$ cat src/qm_geometry_pkg.sv
// Page and word geometry of the shared packet buffer
// Widths derived from the geometry
package qm_geometry_pkg;

    // Buffer layout
    localparam int NUM_PAGES      = 8;
    localparam int WORDS_PER_PAGE = 4;
    localparam int BYTES_PER_WORD = 8;

    // Page pointer into the buffer
    localparam int PAGE_W = $clog2(NUM_PAGES);

    // Word offset inside one page
    localparam int OFFSET_W = $clog2(WORDS_PER_PAGE);

    // Buffer word address is page then offset
    localparam int ADDR_W = PAGE_W + OFFSET_W;

    // Byte count of a single word, 0 to BYTES_PER_WORD
    localparam int BYTES_W = $clog2(BYTES_PER_WORD) + 1;

    // Free page count, 0 to NUM_PAGES
    localparam int FREE_CNT_W = $clog2(NUM_PAGES + 1);

endpackage

$ cat src/qm_queue_pkg.sv
// Queue count and per-queue counter widths
package qm_queue_pkg;

    localparam int NUM_QUEUES = 4;
    localparam int QUEUE_W    = $clog2(NUM_QUEUES);

    // Byte occupancy up to the whole buffer, 256 bytes
    localparam int OCC_W = $clog2(qm_geometry_pkg::NUM_PAGES * qm_geometry_pkg::WORDS_PER_PAGE *
                                  qm_geometry_pkg::BYTES_PER_WORD + 1);

    // Word count up to the whole buffer, 32 words
    localparam int WCNT_W = $clog2(qm_geometry_pkg::NUM_PAGES *
                                   qm_geometry_pkg::WORDS_PER_PAGE + 1);

    // Page pointer FIFO kept for each queue
    localparam int PF_DEPTH = 4;
    localparam int PF_IDX_W = $clog2(PF_DEPTH);

endpackage

$ cat src/qm_ifs.sv
// Tail and head lookup ports between the engines and the queue state store
`timescale 1ns/1ps

interface tail_port_if;

    // Producer side
    logic                                 rd_req;
    logic [qm_queue_pkg::QUEUE_W-1:0]     queue;
    logic                                 wr_en;
    logic [qm_geometry_pkg::OFFSET_W-1:0] new_tail;
    logic                                 alloc;
    logic [qm_geometry_pkg::PAGE_W-1:0]   new_page;
    logic [qm_geometry_pkg::BYTES_W-1:0]  add_bytes;

    // Store side, registered lookup result
    logic                                 rd_valid;
    logic [qm_geometry_pkg::OFFSET_W-1:0] tail_ptr;
    logic [qm_geometry_pkg::PAGE_W-1:0]   page_ptr;
    logic                                 page_valid;

    modport producer (
        output rd_req, queue, wr_en, new_tail, alloc, new_page, add_bytes,
        input  rd_valid, tail_ptr, page_ptr, page_valid
    );

    modport store (
        input  rd_req, queue, wr_en, new_tail, alloc, new_page, add_bytes,
        output rd_valid, tail_ptr, page_ptr, page_valid
    );

endinterface

interface head_port_if;

    logic                                 req;
    logic [qm_queue_pkg::QUEUE_W-1:0]     queue;
    logic [qm_geometry_pkg::BYTES_W-1:0]  sub_bytes;

    logic                                 rd_valid;
    logic [qm_geometry_pkg::OFFSET_W-1:0] head_ptr;
    logic [qm_geometry_pkg::PAGE_W-1:0]   page_ptr;

    modport consumer (
        output req, queue, sub_bytes,
        input  rd_valid, head_ptr, page_ptr
    );

    modport store (
        input  req, queue, sub_bytes,
        output rd_valid, head_ptr, page_ptr
    );

endinterface

$ cat src/qm_dequeue.sv
// Dequeue engine, head lookup to buffer word address and page release
`timescale 1ns/1ps

module qm_dequeue (
    input  logic                                enqueue_queue_occupancy_a4l,
    input  logic                                rst,
    input  logic                                deq_valid,
    input  logic [qm_queue_pkg::QUEUE_W-1:0]    deq_queue,
    input  logic [qm_geometry_pkg::BYTES_W-1:0] deq_bytes,
    output logic                                deq_ready,
    input  logic [qm_queue_pkg::NUM_QUEUES-1:0] queue_empty,
    output logic                                rd_valid,
    output logic [qm_geometry_pkg::ADDR_W-1:0]  rd_addr,
    output logic                                release_valid,
    output logic [qm_geometry_pkg::PAGE_W-1:0]  release_page,
    head_port_if.consumer                       head
);

    logic                                busy;
    logic                                accept;
    logic [qm_queue_pkg::QUEUE_W-1:0]    q_hold;
    logic [qm_geometry_pkg::BYTES_W-1:0] bytes_hold;

    assign deq_ready = !busy;
    assign accept    = deq_valid && !busy;

    // Empty queues take the request but never reach the store
    assign head.req       = accept && !queue_empty[deq_queue];
    assign head.queue     = busy ? q_hold : deq_queue;
    assign head.sub_bytes = bytes_hold;

    always_ff @(posedge enqueue_queue_occupancy_a4l) begin
        if (rst) begin
            busy <= 1'b0;
        end else begin
            busy <= accept;
        end
    end

    always_ff @(posedge enqueue_queue_occupancy_a4l) begin
        if (accept) begin
            q_hold     <= deq_queue;
            bytes_hold <= deq_bytes;
        end
    end

    // Word address is page times words per page plus offset
    assign rd_valid = head.rd_valid;
    assign rd_addr  = {head.page_ptr, head.head_ptr};

    // Page goes back to the free list once its last word is read
    assign release_valid = head.rd_valid &&
                           (head.head_ptr == qm_geometry_pkg::WORDS_PER_PAGE - 1);
    assign release_page  = head.page_ptr;

endmodule

$ cat src/qm_enqueue.sv
// Enqueue engine with the free page list and the two-cycle tail update sequencer
`timescale 1ns/1ps

module qm_enqueue (
    input  logic                                enqueue_queue_occupancy_a4l,
    input  logic                                rst,
    input  logic                                enq_valid,
    input  logic [qm_queue_pkg::QUEUE_W-1:0]    enq_queue,
    input  logic [qm_geometry_pkg::BYTES_W-1:0] enq_bytes,
    output logic                                enq_ready,
    output logic                                enq_drop,
    input  logic                                release_valid,
    input  logic [qm_geometry_pkg::PAGE_W-1:0]  release_page,
    tail_port_if.producer                       tail
);

    logic [qm_geometry_pkg::PAGE_W-1:0]     free_list [qm_geometry_pkg::NUM_PAGES];
    logic [qm_geometry_pkg::PAGE_W-1:0]     free_rd;
    logic [qm_geometry_pkg::PAGE_W-1:0]     free_wr;
    logic [qm_geometry_pkg::FREE_CNT_W-1:0] free_cnt;
    logic                                   alloc_pop;

    logic                                   busy;
    logic [qm_queue_pkg::QUEUE_W-1:0]       q_hold;
    logic [qm_geometry_pkg::BYTES_W-1:0]    bytes_hold;
    logic                                   need_page;
    logic                                   no_page;

    //////////////////////////////
    // Free page list

    // Pages 0 to 7 in order after reset, released pages go to the back
    always_ff @(posedge enqueue_queue_occupancy_a4l) begin
        if (rst) begin
            for (int i = 0; i < qm_geometry_pkg::NUM_PAGES; i++) begin
                free_list[i] <= qm_geometry_pkg::PAGE_W'(i);
            end
            free_rd  <= '0;
            free_wr  <= '0;
            free_cnt <= qm_geometry_pkg::FREE_CNT_W'(qm_geometry_pkg::NUM_PAGES);
        end else begin
            if (release_valid) begin
                free_list[free_wr] <= release_page;
                free_wr            <= free_wr + 1'b1;
            end
            if (alloc_pop) begin
                free_rd <= free_rd + 1'b1;
            end
            free_cnt <= free_cnt + qm_geometry_pkg::FREE_CNT_W'(release_valid)
                                 - qm_geometry_pkg::FREE_CNT_W'(alloc_pop);
        end
    end

    //////////////////////////////
    // Tail update sequencer

    // Lookup cycle when idle, response cycle when busy
    assign enq_ready   = !busy;
    assign tail.rd_req = enq_valid && !busy;
    assign tail.queue  = busy ? q_hold : enq_queue;

    always_ff @(posedge enqueue_queue_occupancy_a4l) begin
        if (rst) begin
            busy <= 1'b0;
        end else begin
            busy <= tail.rd_req;
        end
    end

    always_ff @(posedge enqueue_queue_occupancy_a4l) begin
        if (tail.rd_req) begin
            q_hold     <= enq_queue;
            bytes_hold <= enq_bytes;
        end
    end

    // New page when the queue owns none or its last page is full
    assign need_page = !tail.page_valid || (tail.tail_ptr == '0);

    // Count before this cycle's release decides
    assign no_page = need_page && (free_cnt == '0);

    assign tail.wr_en     = tail.rd_valid && !no_page;
    assign enq_drop       = tail.rd_valid && no_page;
    assign tail.alloc     = need_page;
    assign tail.new_page  = free_list[free_rd];
    assign tail.new_tail  = tail.tail_ptr + 1'b1;
    assign tail.add_bytes = bytes_hold;

    assign alloc_pop = tail.wr_en && tail.alloc;

endmodule

$ cat src/qm_queue_states.sv
// Per-queue tail and head offsets, page pointer FIFOs, word counts and occupancies
// Registered tail and head lookups, occupancy read port and empty flags
`timescale 1ns/1ps

module qm_queue_states (
    input  logic                                enqueue_queue_occupancy_a4l,
    input  logic                                rst,
    tail_port_if.store                          tail,
    head_port_if.store                          head,
    input  logic                                occ_rd_en,
    input  logic [qm_queue_pkg::QUEUE_W-1:0]    occ_rd_queue,
    output logic                                occ_rd_valid,
    output logic [qm_queue_pkg::OCC_W-1:0]      occ_rd_data,
    output logic [qm_queue_pkg::NUM_QUEUES-1:0] queue_empty
);

    logic [qm_geometry_pkg::OFFSET_W-1:0] tail_off [qm_queue_pkg::NUM_QUEUES];
    logic [qm_geometry_pkg::OFFSET_W-1:0] head_off [qm_queue_pkg::NUM_QUEUES];

    // Page pointer FIFO, one per queue
    logic [qm_geometry_pkg::PAGE_W-1:0]
        pf_mem [qm_queue_pkg::NUM_QUEUES][qm_queue_pkg::PF_DEPTH];
    logic [qm_queue_pkg::PF_IDX_W-1:0]    pf_rd [qm_queue_pkg::NUM_QUEUES];
    logic [qm_queue_pkg::PF_IDX_W-1:0]    pf_wr [qm_queue_pkg::NUM_QUEUES];
    logic [qm_queue_pkg::PF_IDX_W:0]      pf_cnt [qm_queue_pkg::NUM_QUEUES];

    logic [qm_queue_pkg::WCNT_W-1:0]      wcnt [qm_queue_pkg::NUM_QUEUES];
    logic [qm_queue_pkg::OCC_W-1:0]       occ [qm_queue_pkg::NUM_QUEUES];

    // Per-queue strobes decoded from both ports
    logic [qm_queue_pkg::NUM_QUEUES-1:0]  wr_hit;
    logic [qm_queue_pkg::NUM_QUEUES-1:0]  push;
    logic [qm_queue_pkg::NUM_QUEUES-1:0]  hd_hit;
    logic [qm_queue_pkg::NUM_QUEUES-1:0]  pop;
    logic [qm_queue_pkg::NUM_QUEUES-1:0]  rsp_hit;

    always_comb begin
        for (int i = 0; i < qm_queue_pkg::NUM_QUEUES; i++) begin
            wr_hit[i]  = tail.wr_en && (tail.queue == qm_queue_pkg::QUEUE_W'(i));
            push[i]    = wr_hit[i] && tail.alloc;
            hd_hit[i]  = head.req && (head.queue == qm_queue_pkg::QUEUE_W'(i));
            // Last word of the head page frees that page
            pop[i]     = hd_hit[i] && (head_off[i] == qm_geometry_pkg::WORDS_PER_PAGE - 1);
            // Response cycle carries the byte count to subtract
            rsp_hit[i] = head.rd_valid && (head.queue == qm_queue_pkg::QUEUE_W'(i));
            queue_empty[i] = (wcnt[i] == '0);
        end
    end

    //////////////////////////////
    // Pointer and counter state

    always_ff @(posedge enqueue_queue_occupancy_a4l) begin
        if (rst) begin
            tail_off <= '{default: '0};
            head_off <= '{default: '0};
            pf_rd    <= '{default: '0};
            pf_wr    <= '{default: '0};
            pf_cnt   <= '{default: '0};
            wcnt     <= '{default: '0};
            occ      <= '{default: '0};
        end else begin
            for (int i = 0; i < qm_queue_pkg::NUM_QUEUES; i++) begin
                if (wr_hit[i]) begin
                    tail_off[i] <= tail.new_tail;
                end
                if (push[i]) begin
                    pf_wr[i] <= pf_wr[i] + 1'b1;
                end
                if (hd_hit[i]) begin
                    head_off[i] <= head_off[i] + 1'b1;
                end
                if (pop[i]) begin
                    pf_rd[i] <= pf_rd[i] + 1'b1;
                end
                pf_cnt[i] <= pf_cnt[i] + (qm_queue_pkg::PF_IDX_W + 1)'(push[i])
                                       - (qm_queue_pkg::PF_IDX_W + 1)'(pop[i]);
                // Enqueue and dequeue on one queue merge into a single update
                wcnt[i] <= wcnt[i] + qm_queue_pkg::WCNT_W'(wr_hit[i])
                                   - qm_queue_pkg::WCNT_W'(rsp_hit[i]);
                occ[i]  <= occ[i]
                         + (wr_hit[i]  ? qm_queue_pkg::OCC_W'(tail.add_bytes) : '0)
                         - (rsp_hit[i] ? qm_queue_pkg::OCC_W'(head.sub_bytes) : '0);
            end
        end
    end

    // Page pointer storage
    always_ff @(posedge enqueue_queue_occupancy_a4l) begin
        if (tail.wr_en && tail.alloc) begin
            pf_mem[tail.queue][pf_wr[tail.queue]] <= tail.new_page;
        end
    end

    //////////////////////////////
    // Lookups and occupancy read

    always_ff @(posedge enqueue_queue_occupancy_a4l) begin
        if (rst) begin
            tail.rd_valid <= 1'b0;
            head.rd_valid <= 1'b0;
            occ_rd_valid  <= 1'b0;
        end else begin
            tail.rd_valid <= tail.rd_req;
            head.rd_valid <= head.req;
            occ_rd_valid  <= occ_rd_en;
        end
    end

    always_ff @(posedge enqueue_queue_occupancy_a4l) begin
        if (tail.rd_req) begin
            tail.tail_ptr   <= tail_off[tail.queue];
            // Tail page is the newest FIFO entry
            tail.page_ptr   <= pf_mem[tail.queue][pf_wr[tail.queue] - 1'b1];
            tail.page_valid <= (pf_cnt[tail.queue] != '0);
        end
        if (head.req) begin
            head.head_ptr <= head_off[head.queue];
            head.page_ptr <= pf_mem[head.queue][pf_rd[head.queue]];
        end
        if (occ_rd_en) begin
            occ_rd_data <= occ[occ_rd_queue];
        end
    end

endmodule

$ cat src/qm_top.sv
// Queue manager top level
`timescale 1ns/1ps

module qm_top (
    input  logic                                enqueue_queue_occupancy_a4l,
    input  logic                                rst,
    input  logic                                enq_valid,
    input  logic [qm_queue_pkg::QUEUE_W-1:0]    enq_queue,
    input  logic [qm_geometry_pkg::BYTES_W-1:0] enq_bytes,
    output logic                                enq_ready,
    output logic                                enq_drop,
    input  logic                                deq_valid,
    input  logic [qm_queue_pkg::QUEUE_W-1:0]    deq_queue,
    input  logic [qm_geometry_pkg::BYTES_W-1:0] deq_bytes,
    output logic                                deq_ready,
    output logic                                rd_valid,
    output logic [qm_geometry_pkg::ADDR_W-1:0]  rd_addr,
    input  logic                                occ_rd_en,
    input  logic [qm_queue_pkg::QUEUE_W-1:0]    occ_rd_queue,
    output logic                                occ_rd_valid,
    output logic [qm_queue_pkg::OCC_W-1:0]      occ_rd_data,
    output logic [qm_queue_pkg::NUM_QUEUES-1:0] queue_empty
);

    logic                               release_valid;
    logic [qm_geometry_pkg::PAGE_W-1:0] release_page;

    tail_port_if tail_bus ();
    head_port_if head_bus ();

    qm_enqueue u_enqueue (
        .enqueue_queue_occupancy_a4l (enqueue_queue_occupancy_a4l),
        .rst           (rst),
        .enq_valid     (enq_valid),
        .enq_queue     (enq_queue),
        .enq_bytes     (enq_bytes),
        .enq_ready     (enq_ready),
        .enq_drop      (enq_drop),
        .release_valid (release_valid),
        .release_page  (release_page),
        .tail          (tail_bus.producer)
    );

    qm_queue_states u_queue_states (
        .enqueue_queue_occupancy_a4l (enqueue_queue_occupancy_a4l),
        .rst          (rst),
        .tail         (tail_bus.store),
        .head         (head_bus.store),
        .occ_rd_en    (occ_rd_en),
        .occ_rd_queue (occ_rd_queue),
        .occ_rd_valid (occ_rd_valid),
        .occ_rd_data  (occ_rd_data),
        .queue_empty  (queue_empty)
    );

    qm_dequeue u_dequeue (
        .enqueue_queue_occupancy_a4l (enqueue_queue_occupancy_a4l),
        .rst           (rst),
        .deq_valid     (deq_valid),
        .deq_queue     (deq_queue),
        .deq_bytes     (deq_bytes),
        .deq_ready     (deq_ready),
        .queue_empty   (queue_empty),
        .rd_valid      (rd_valid),
        .rd_addr       (rd_addr),
        .release_valid (release_valid),
        .release_page  (release_page),
        .head          (head_bus.consumer)
    );

endmodule

$ cat config.mk
export PLATFORM = sky130hd
export DESIGN_NAME = qm_top
export DESIGN_NICKNAME = d
export VERILOG_FILES = /design/src/qm_geometry_pkg.sv /design/src/qm_queue_pkg.sv /design/src/qm_ifs.sv /design/src/qm_dequeue.sv /design/src/qm_enqueue.sv /design/src/qm_queue_states.sv /design/src/qm_top.sv
export SDC_FILE = /design/constraint.sdc
export NUM_CORES = 1
export LEC_CHECK = 0
export ABC_AREA = 1
export BUFFER_PORTS_ARGS = -buffer_cell sky130_fd_sc_hd__buf_2
export CAP_MARGIN = 20
export CELL_PAD_IN_SITES_DETAIL_PLACEMENT = 2
export CELL_PAD_IN_SITES_GLOBAL_PLACEMENT = 2
export CORE_UTILIZATION = 41
export DETAILED_ROUTE_END_ITERATION = 16
export PLACE_DENSITY_LB_ADDON = 0.1
export SETUP_SLACK_MARGIN = 0.5
export SLEW_MARGIN = 20
export SYNTH_ARGS = -nofsm -noshare
export SYNTH_HDL_FRONTEND = slang
export SYNTH_SLANG_ARGS = --single-unit
export TNS_END_PERCENT = 5
$ cat constraint.sdc
create_clock -name enqueue_queue_occupancy_a4l -period 5.3 [get_ports enqueue_queue_occupancy_a4l]
set_input_delay 0 -clock enqueue_queue_occupancy_a4l [delete_from_list [all_inputs] [get_ports enqueue_queue_occupancy_a4l]]
set_output_delay 0 -clock enqueue_queue_occupancy_a4l [all_outputs]
set_load 0.005 [all_outputs]
* Word level (Yosys, flattened, before mapping)
Memory sizes are Yosys's and may differ from the RTL's. A register that Yosys moved wholly into a read port is not among the register bits. Index checks and enable logic that the tools add are counted.
Storage, ports and cells: bits in registers 147, bits in writable memories 72, input port bits 19, output and inout bits 23, logic and storage cells 202, memories 2
Memory list:
- u_queue_states.pf_mem | words 4, width 12, rd ports 1, clocked after Yosys merged registers in 0, write ports 1, RTL line qm_queue_states.sv:22 | pf_mem [qm_queue_pkg::NUM_QUEUES][qm_queue_pkg::PF_DEPTH];
- u_enqueue.free_list | words 8, width 3, rd ports 1, clocked after Yosys merged registers in 1, write ports 8, RTL line qm_enqueue.sv:17 | logic [qm_geometry_pkg::PAGE_W-1:0] free_list [qm_geometry_pkg::NUM_PAGES];
Operators by class: add/sub/neg operators 41, $lt $le $gt $ge 7, eq/ne operators 11, muxes and demuxes 47, bitwise logic cells 5, reductions and logical operators 45
Operators by type and width (number):
- adder 9 bit | 4
- subtractor 9 bit | 4
- 2-to-1 mux 4 bit | 8
- logical AND 1 bit | 29
- 2-to-1 mux 3 bit | 9
- adder 2 x 1 -> 2 bit, second input constant | 13
- adder 6 x 1 -> 6 bit | 4
- logical NOT 6 bit | 4
- subtractor 6 x 1 -> 6 bit | 4
- 2-to-1 mux 2 bit | 10
- binary-select mux 9 bit (select 2 bit) | 1
- equality test 2 bit, second input constant | 9
- 2-to-1 mux 9 bit | 2
- binary-select mux 2 bit (select 2 bit) | 4
- >= comparator 3 bit, second input constant | 5
- NOT 2 -> 3 bit | 5
- adder 3 x 1 -> 3 bit | 4
- binary-select mux 3 bit (select 2 bit) | 2
- 2-to-1 mux 12 bit | 1
- subtractor 3 x 1 -> 3 bit | 4
- 2-to-1 mux 1 bit | 8
- adder 3 x 1 -> 3 bit, second input constant | 2
- demux 3 bit (select 2 bit) | 1
- logical NOT 2 bit | 3
- 11 further kinds | 16

* Longest topological paths before layout
Gate-level depths: netlist of run 1.
depth after elaboration 11, depth in mapped cells 20, mapped depth without buffers 20

* Hierarchy
From an unflattened synthesis of run 1, not the netlist that was laid out.
Second synthesis, totals: cells, all modules 1693, area, all modules 13093.8 um^2
Modules (own cells, without submodules):
- qm_queue_states | instances 1, cells each 1418, area each 10654.0 um^2, seq. area each 4184.0 um^2
- qm_enqueue | instances 1, cells each 238, area each 2083.2 um^2, seq. area each 1181.1 um^2
- qm_dequeue | instances 1, cells each 37, area each 356.6 um^2, seq. area each 200.2 um^2

* Worst setup path before layout of run 1
OpenSTA, ideal clock, no wires.
kind reg2reg, start register u_queue_states.tail.tail_ptr[0], end register u_queue_states.occ[15] (netlist name), setup time 0.070 ns, data arrival time 2.852 ns, required time 5.230 ns, path slack 2.378 ns, cell stages (with the launch flop) 19, buffers on the path 0, period minus slack after synthesis 2.922 ns, path through edfxtp_1 inv_1 ha_1 inv_1 nand2_1 nand3_1 nand2_1 nor2_2 nand2_1 fa_1 inv_1 fa_1 nand3_1 nand3_1 nand2_1 nand2_1 a21oi_1 o21ai_0 a21oi_1
On the way: longest elaborated chain between the ends 9
Ends and longest elaborated chain:
- start, declared | RTL line qm_ifs.sv:28 | output rd_valid, tail_ptr, page_ptr, page_valid
- start signal, assigned | RTL line qm_queue_states.sv:112 | tail.tail_ptr <= tail_off[tail.queue];
- logical NOT 2 bit | RTL line qm_enqueue.sv:78 | assign need_page = !tail.page_valid || (tail.tail_ptr == '0);
- logical OR 1 bit | RTL line qm_enqueue.sv:78
- logical AND 1 bit | RTL line qm_enqueue.sv:81 | assign no_page = need_page && (free_cnt == '0);
- logical NOT 1 bit | RTL line qm_enqueue.sv:83 | assign tail.wr_en = tail.rd_valid && !no_page;
- logical AND 1 bit | RTL line qm_enqueue.sv:83
- logical AND 1 bit | RTL line qm_queue_states.sv:39 | wr_hit[i] = tail.wr_en && (tail.queue == qm_queue_pkg::QUEUE_W'(i));
- 2-to-1 mux 4 bit | RTL line qm_queue_states.sv:82 | + (wr_hit[i] ? qm_queue_pkg::OCC_W'(tail.add_bytes) : '0)
- adder 9 bit | RTL line qm_queue_states.sv:82
- subtractor 9 bit | RTL line qm_queue_states.sv:83 | - (rsp_hit[i] ? qm_queue_pkg::OCC_W'(head.sub_bytes) : '0);
- end signal, assigned by index | RTL line qm_queue_states.sv:81 | occ[i] <= occ[i]
- end, declared | RTL line qm_queue_states.sv:28 | logic [qm_queue_pkg::OCC_W-1:0] occ [qm_queue_pkg::NUM_QUEUES];
Every way passes these cells. A chain may end at the register's enable or synchronous reset.

* Final worst setup path of run 1
start register u_queue_states.tail.rd_valid, end register u_queue_states.occ[24] (netlist name)
On the way: longest elaborated chain between the ends 6, elaborated cells between the ends (all ways) 7, those cells by class add/sub (2); eq/ne (1); mux (2); reduce/logical (2)
Ends and longest elaborated chain (RTL line):
- start, declared | qm_ifs.sv:28
- 2-to-1 mux 2 bit
- equality test 2 x 1 -> 1 bit
- logical AND 1 bit (*) | qm_queue_states.sv:39
- 2-to-1 mux 4 bit (*) | qm_queue_states.sv:82
- adder 9 bit (*) | qm_queue_states.sv:82
- subtractor 9 bit (*) | qm_queue_states.sv:83
Mark *: on every way between the ends. The rest lies on a longest branch, timed or not.

==> results.cfg, run 1 <==
[cts]
clockRootBuffer = clkbuf_16
cts_buffers = 28
path_clk_slew_ns = 0.06
cts_setup_buffers = 0
cts_max_path_buffers = 3
cts-htree-levels = 1
cts_tree = built
ctsResizeCount = 0
clk_latency_ns = 0.54
clock-sinks = 222

[timing]
slew_violations = 0
worst_clock_skew_ns = 0.0101
tns_ns = 0
setup_viol = 0
rsz0062_at_grt = false
period_needed_ns = 3.60
fmax_mhz = 278
period_share_pct = 67.9
relSlewSlack_pct = 28.5
tightest_slew_ns = 1.07
hold_viol_final = 0

[floorplan]
start_util_pct = 42.2
die_h_um = 172
ios = 42
core_area_sq_um = 28200
die_area_sq_um = 29700
die_x_um = 172
row_count = 61

[route]
wl_per_cell_um = 19.6
dr.pass1.iters = 4
drtIter0Drc = 425
drt_wl_total_um = 37300
drcViolationCount = 0
vias = 9780
drt.antenna.violating_nets = 0
vias_per_cell = 5.15

[power]
p_int_w = 0.00375
peakVddDrop_uv = 280
seqPwrFrac_pct = 36.2
p_sw_share_pct = 37.3
clockPowerShare_pct = 29.9
p_leak_nw = 5.95
p_sw_w = 0.00223
p_per_area_nw_per_um2 = 443
p_comb_share_pct = 34.0

[global_routing]
grt_pass1_wl_um = 59500
grt_use_total_pct = 26.1
grt_pass1_vias = 11100
globalRoute.totalOverflow = 0
antenna_found_initial = 0
grt_max_degree = 59

[critical_path]
reg2reg_slack_ns = 1.70
cp.arrival_ns = 4.05
cpMostUsedCell = nand2_1
worst-path-buf-inv = 3
endpoint_kind = flop
crit_type = reg -> reg
cp_top_family = simple AND/OR/NAND/NOR gates
worstPathRequired_ns = 5.75
r2r_end = u_queue_states.occ[24]
max_stage_delay_ns = 0.53
cp_slowest_cell = fa_1
crit_chain = inv_2 > nand2_1 > nand2_2 > nor2_4 > inv_2 > nor2_2 > nand2_1 > fa_1 > inv_1 > fa_1 > nand3_1 > nand2_1 > nand2_1 > nand2_1 > a21oi_1 > o21ai_0 > a21oi_1
ff2ff_path_depth = 17
r2r-start = u_queue_states.tail.rd_valid
crit_fanout = 8
start_kind = flop

[placement]
gp_congestion = 0.778
dp_hpwl_um = 26200
dp_cells = 1831
port_buffers = 41

[status]
status = finished clean

[hold_path]
hold_depth = 3
hold_end = u_queue_states.occ_rd_data[1]
hp-start = occ_rd_queue[0]
hold_class = in -> reg

[cells_and_area]
syn_to_final_growth_pct = 13.6
final_cell_mix = 265 x inv_1, 259 x nand2_1, 172 x nor2_1
nets = 1631
stdcell_count = 1898
drive_gt1_share_pct = 8.16
num_antenna_cells = 0
mostFrequentLayoutCell = inv_1

[synthesis]
synth_ff_type = dfxtp_1
synth.distinct_cells = 39
synth_edf_count = 101
synth_nets = 1566
ys_seq_area_share_pct = 45.9
synth_async_sr_flop_share_pct = 0
syn_area_sq_um = 11900
synth_area_per_cell_sq_um = 8.29
syn_inst = 1434
synth_warnings = 0
ys_ff_latch = 222

[flow_run]
drv_cap = 0
[Yosys cell counts, types with 9 or more instances]
cell,number,area [sq um]
a21oi_1,115,576
a31oi_1,13,81.3
clkbuf_1,17,63.8
dfxtp_1,121,2420
edfxtp_1,101,3030
fa_1,25,500
ha_1,88,1100
inv_1,265,995
inv_2,9,33.8
nand2_1,259,972
nand3_1,43,215
nand4_1,11,68.8
nor2_1,172,646
nor3_1,26,130
o21ai_0,92,460
xor2_1,13,114
[kinds of logic after synthesis]
group                      share of synthesized area (%)
and+or+nand+nor                                     18.7
AOI/OAI and AO/OA                                   11.3
adders and majority gates                           13.5
xor gates and xnor gates                           0.958
DFF                                                 45.9
buffers and inverters                               9.71
[how the worst max path moves through the flow]
| stage | from | to | slack [ns] | cells after the start |
|---|---|---|---|---|
| final | u_queue_states.tail.rd_valid | u_queue_states.occ[24] | 1.70 | 17 |
| after global routing | u_queue_states.tail.tail_ptr[0] | u_queue_states.occ[6] | 1.40 | 18 |
| after CTS | u_queue_states.tail.rd_valid | u_queue_states.occ[24] | 1.71 | 17 |
| after detailed placement | u_queue_states.tail.tail_ptr[0] | u_queue_states.occ[15] | 1.80 | 18 |
| after global placement | u_queue_states.tail.tail_ptr[0] | u_queue_states.occ[15] | 2.00 | 18 |
| after floorplan | u_queue_states.tail.tail_ptr[0] | u_queue_states.occ[15] | 2.38 | 18 |
[power by group through the flow]
stage | Clock, W | Sequential, W | Combinational, W
CTS | 0.00182 | 0.00216 | 0.00203
floorplan | 0 | 0.00214 | 0.00141
finish | 0.00179 | 0.00216 | 0.00203
global route | 0.00188 | 0.00218 | 0.00232
global placement | 0 | 0.00219 | 0.00182
detailed placement | 0 | 0.00219 | 0.00196
[layout make-up]
| class | instances | area, sq um |
|---|---|---|
| fill | 3131 | 14700 |
| clock buffer | 34 | 744 |
| tap | 378 | 473 |
| timing repair buffer | 60 | 388 |
| clock inverter | 17 | 105 |
| sequential | 222 | 5460 |
| inverter | 276 | 1040 |
| multi-input combinational | 911 | 5290 |
[through the flow]
step                      hold WS [ns]  setup slack, ns  util (%)  cell area, sq um  total power, W
after detailed placement         0.179             1.80      44.3             12500         0.00416
after floorplan                 0.0989             2.38         -             11900         0.00354
final                           0.0213             1.70      47.9             13500         0.00597
after CTS                      0.00381             1.71      47.9             13500         0.00601
after global routing            0.0399             1.40      47.9             13500         0.00638
after global placement           0.177             2.00      44.3             12500         0.00401
[what timing repair did]
item	4_1_cts	5_1_grt
hold buffers	16	0
setup endpoints to repair	0	0
endpoints found under the hold margin	32	0
[routing by layer]
layer  global-route usage (%)  wire [um]
met2                     48.8      19200
met3                     2.95        820
met5                        0          0
met4                     7.50        980
met1                     31.3      16200
[worst min-delay path, cell delays in order]
cell,delay (ns)
buf_2,0.22
nor2_1,0.07
o21ai_0,0.16
[state kept, by name, summed over array words and instances (netlist names), 2 cells and up, named ones only]
register	count
u_enqueue.free_wr	3
u_queue_states.wcnt	24
u_dequeue.q_hold	2
u_queue_states.occ_rd_data	9
u_enqueue.tail.add_bytes	4
u_queue_states.pf_mem	48
u_enqueue.q_hold	2
u_queue_states.head_off	8
u_queue_states.pf_wr	8
u_queue_states.tail_off	8
u_queue_states.pf_rd	8
u_queue_states.occ	36
u_enqueue.free_list	24
u_enqueue.free_cnt	4
u_queue_states.head.page_ptr	3
u_queue_states.pf_cnt	12
u_dequeue.head.sub_bytes	4
u_queue_states.head.head_ptr	2
u_enqueue.free_rd	3
u_queue_states.tail.tail_ptr	2
Power figures use the tool's default switching activity.
==> run 2, diff against run 1 <==
- CORE_UTILIZATION: 41 -> 38
- clock period: 5.3 -> 3.6 ns (I/O delays scaled with it)
==> run 2 against run 1 <==
Sequential power is 47% higher. Fmax grew 18%. Global-route usage down 3.4 points. First-iteration DRC count up 6.6%. Critical path depth is 1 higher. Highest routed layer unchanged.
==> results.cfg, run 2 (synthesis gave the netlist of run 1 again) <==
[status]
status = finished clean

[timing]
setup_viol = 0
worst_clock_skew_ns = 0.00939
hold_ws_ns = 0.0338
relSlewSlack_pct = 32.2
rsz0062_at_grt = true
tns_ns = 0
slew_violations = 0
hold_viol_final = 0
tightest_slew_ns = 1.01
period_needed_ns = 3.04
fmax_mhz = 329
period_share_pct = 84.5

[power]
clockPowerShare_pct = 31.0
p_sw_w = 0.00325
p_per_area_nw_per_um2 = 645
p_comb_share_pct = 33.6
p_int_w = 0.00571
peakVddDrop_uv = 382
p_leak_nw = 6.09
p_sw_share_pct = 36.3
seqPwrFrac_pct = 35.4

[placement]
port_buffers = 41
gp_congestion = 0.765
dp_hpwl_um = 25600

[critical_path]
r2r-start = u_queue_states.tail.tail_ptr[0]
setup.worst_path.end = u_queue_states.occ[15]
reg2reg_slack_ns = 0.56
max_stage_delay_ns = 0.49
crit_chain = inv_1 > ha_1 > inv_1 > nand2_2 > nand3_2 > nand2_4 > nor2_4 > nand2_1 > fa_1 > inv_1 > fa_2 > nand3_1 > nand3_2 > nand2_1 > nand2_1 > a21oi_2 > o21ai_0 > a21oi_1
cp_slowest_cell = fa_1
start_kind = flop
ff2ff_path_depth = 18
crit_type = reg -> reg
endpoint_kind = flop
r2r_end = u_queue_states.occ[15]
cp-startpoint = u_queue_states.tail.tail_ptr[0]
worstPathRequired_ns = 4.07
crit_fanout = 5
cp.arrival_ns = 3.51

[cells_and_area]
largest_register_ffs = 48
multiInputGateArea_sq_um = 5440
mostFrequentLayoutCell = inv_1
drive_gt1_share_pct = 11.2
num_antenna_cells = 0
regArea_sq_um = 5460
nFillCells = 3443
final_cell_mix = 263 x inv_1, 257 x nand2_1, 168 x nor2_1
syn_to_final_growth_pct = 16.8
nets = 1650

[global_routing]
grt_use_total_pct = 22.8
antenna_found_initial = 1
grt_pass1_wl_um = 56600
grt_max_degree = 58
globalRoute.totalOverflow = 0
grt_pass1_vias = 10700

[floorplan]
die_area_sq_um = 32000
die_h_um = 179
core_area_sq_um = 30700
die_x_um = 179
row_count = 64
ios = 42
start_util_pct = 38.7

[cts]
cts-htree-levels = 1
clk_latency_ns = 0.55
clockRootBuffer = clkbuf_16
path_clk_slew_ns = 0.06
clock-sinks = 222
cts_max_path_buffers = 3
cts_buffers = 28
cts_tree = built

[route]
vias = 9722
wl_per_cell_um = 18.3
drt_wl_total_um = 35500
drtIter0Drc = 453
vias_per_cell = 5.02
drt.antenna.violating_nets = 0
drcViolationCount = 0
dr.pass1.iters = 4

[flow_run]
drv_cap = 0

[hold_path]
hold_class = in -> reg
-- run 2: cell count changes in the layout (fill, tap and decap cells not counted), moves of 5 or more --
cell	delta
clkinv_1	-6
buf_4	+17
a21oi_2	+5
nor2_4	+7
a21oi_1	-5
-- run 2: worst min-delay path by stage --
stage | from | end | slack (ns) | depth (start not counted)
6_report | occ_rd_queue[0] | u_queue_states.occ_rd_data[6] | 0.03 | 3
2_1_floorplan | deq_bytes[0] | u_dequeue.head.sub_bytes[0] | 0.1 | 0
5_1_grt | occ_rd_queue[0] | u_queue_states.occ_rd_data[1] | 0.05 | 3
3_5_place_dp | deq_bytes[2] | u_dequeue.head.sub_bytes[2] | 0.18 | 1
3_3_place_gp | deq_bytes[3] | u_dequeue.head.sub_bytes[3] | 0.18 | 1
4_1_cts | occ_rd_queue[0] | u_queue_states.occ_rd_data[1] | 0.01 | 3
-- run 2: through the flow --
stage	utilization [%]	std cells	total power, W	cell area [sq um]	worst slack, ns
floorplan	-	1434	0.00522	11900	0.678
global placement	41.0	1858	0.00593	12600	0.425
detailed placement	41.0	1858	0.00609	12600	0.286
CTS	44.7	1931	0.00895	13700	0.452
global route	45.3	1936	0.00960	13900	0.354
finish	45.3	1936	0.00896	13900	0.559
-- run 2: routing by layer --
layer | track usage, % | part of all wire (%) | vias to the layer above
met5 | 0 | 0 | -
met4 | 5.65 | 2.4 | 0
met3 | 2.59 | 2.5 | 52
met2 | 43.0 | 52 | 99
li1 | - | - | 4777
met1 | 27.0 | 43 | 4794
-- run 2: worst max-delay path, delay by kind of cell, from the launching register on --
family / cells / cell delay (ns)
adder cells (fa/ha/maj): 3 / 1.10
buffers and inverters: 3 / 0.21
flip-flops: 1 / 0.36
AO/OA/AOI/OAI: 3 / 0.40
AND/OR/NAND/NOR: 9 / 0.89
-- run 2: cell type report --
class / count / area share, %
timing repair buffer: 79 / 3.86
clock buffer: 38 / 5.62
clock inverter: 14 / 0.883
tap: 396 / 3.57
sequential: 222 / 39.4
inverter: 276 / 7.50
multi-input combinational: 911 / 39.2
-- run 2: timing repair --
action,in CTS,in global routing
hold endpoints to repair,36,0
gates resized for setup,11,34
buffers inserted,3,5
pin swaps,2,9
hold buffers,18,0
endpoints found under the setup margin,20,20
-- run 2: power groups by stage --
stage | Combinational, W | Clock [W] | Sequential, W
final | 0.00301 | 0.00278 | 0.00317
after global routing | 0.00347 | 0.00293 | 0.00320
after CTS | 0.00294 | 0.00283 | 0.00318
after detailed placement | 0.00286 | 0 | 0.00323
after global placement | 0.00271 | 0 | 0.00322
after floorplan | 0.00207 | 0 | 0.00314
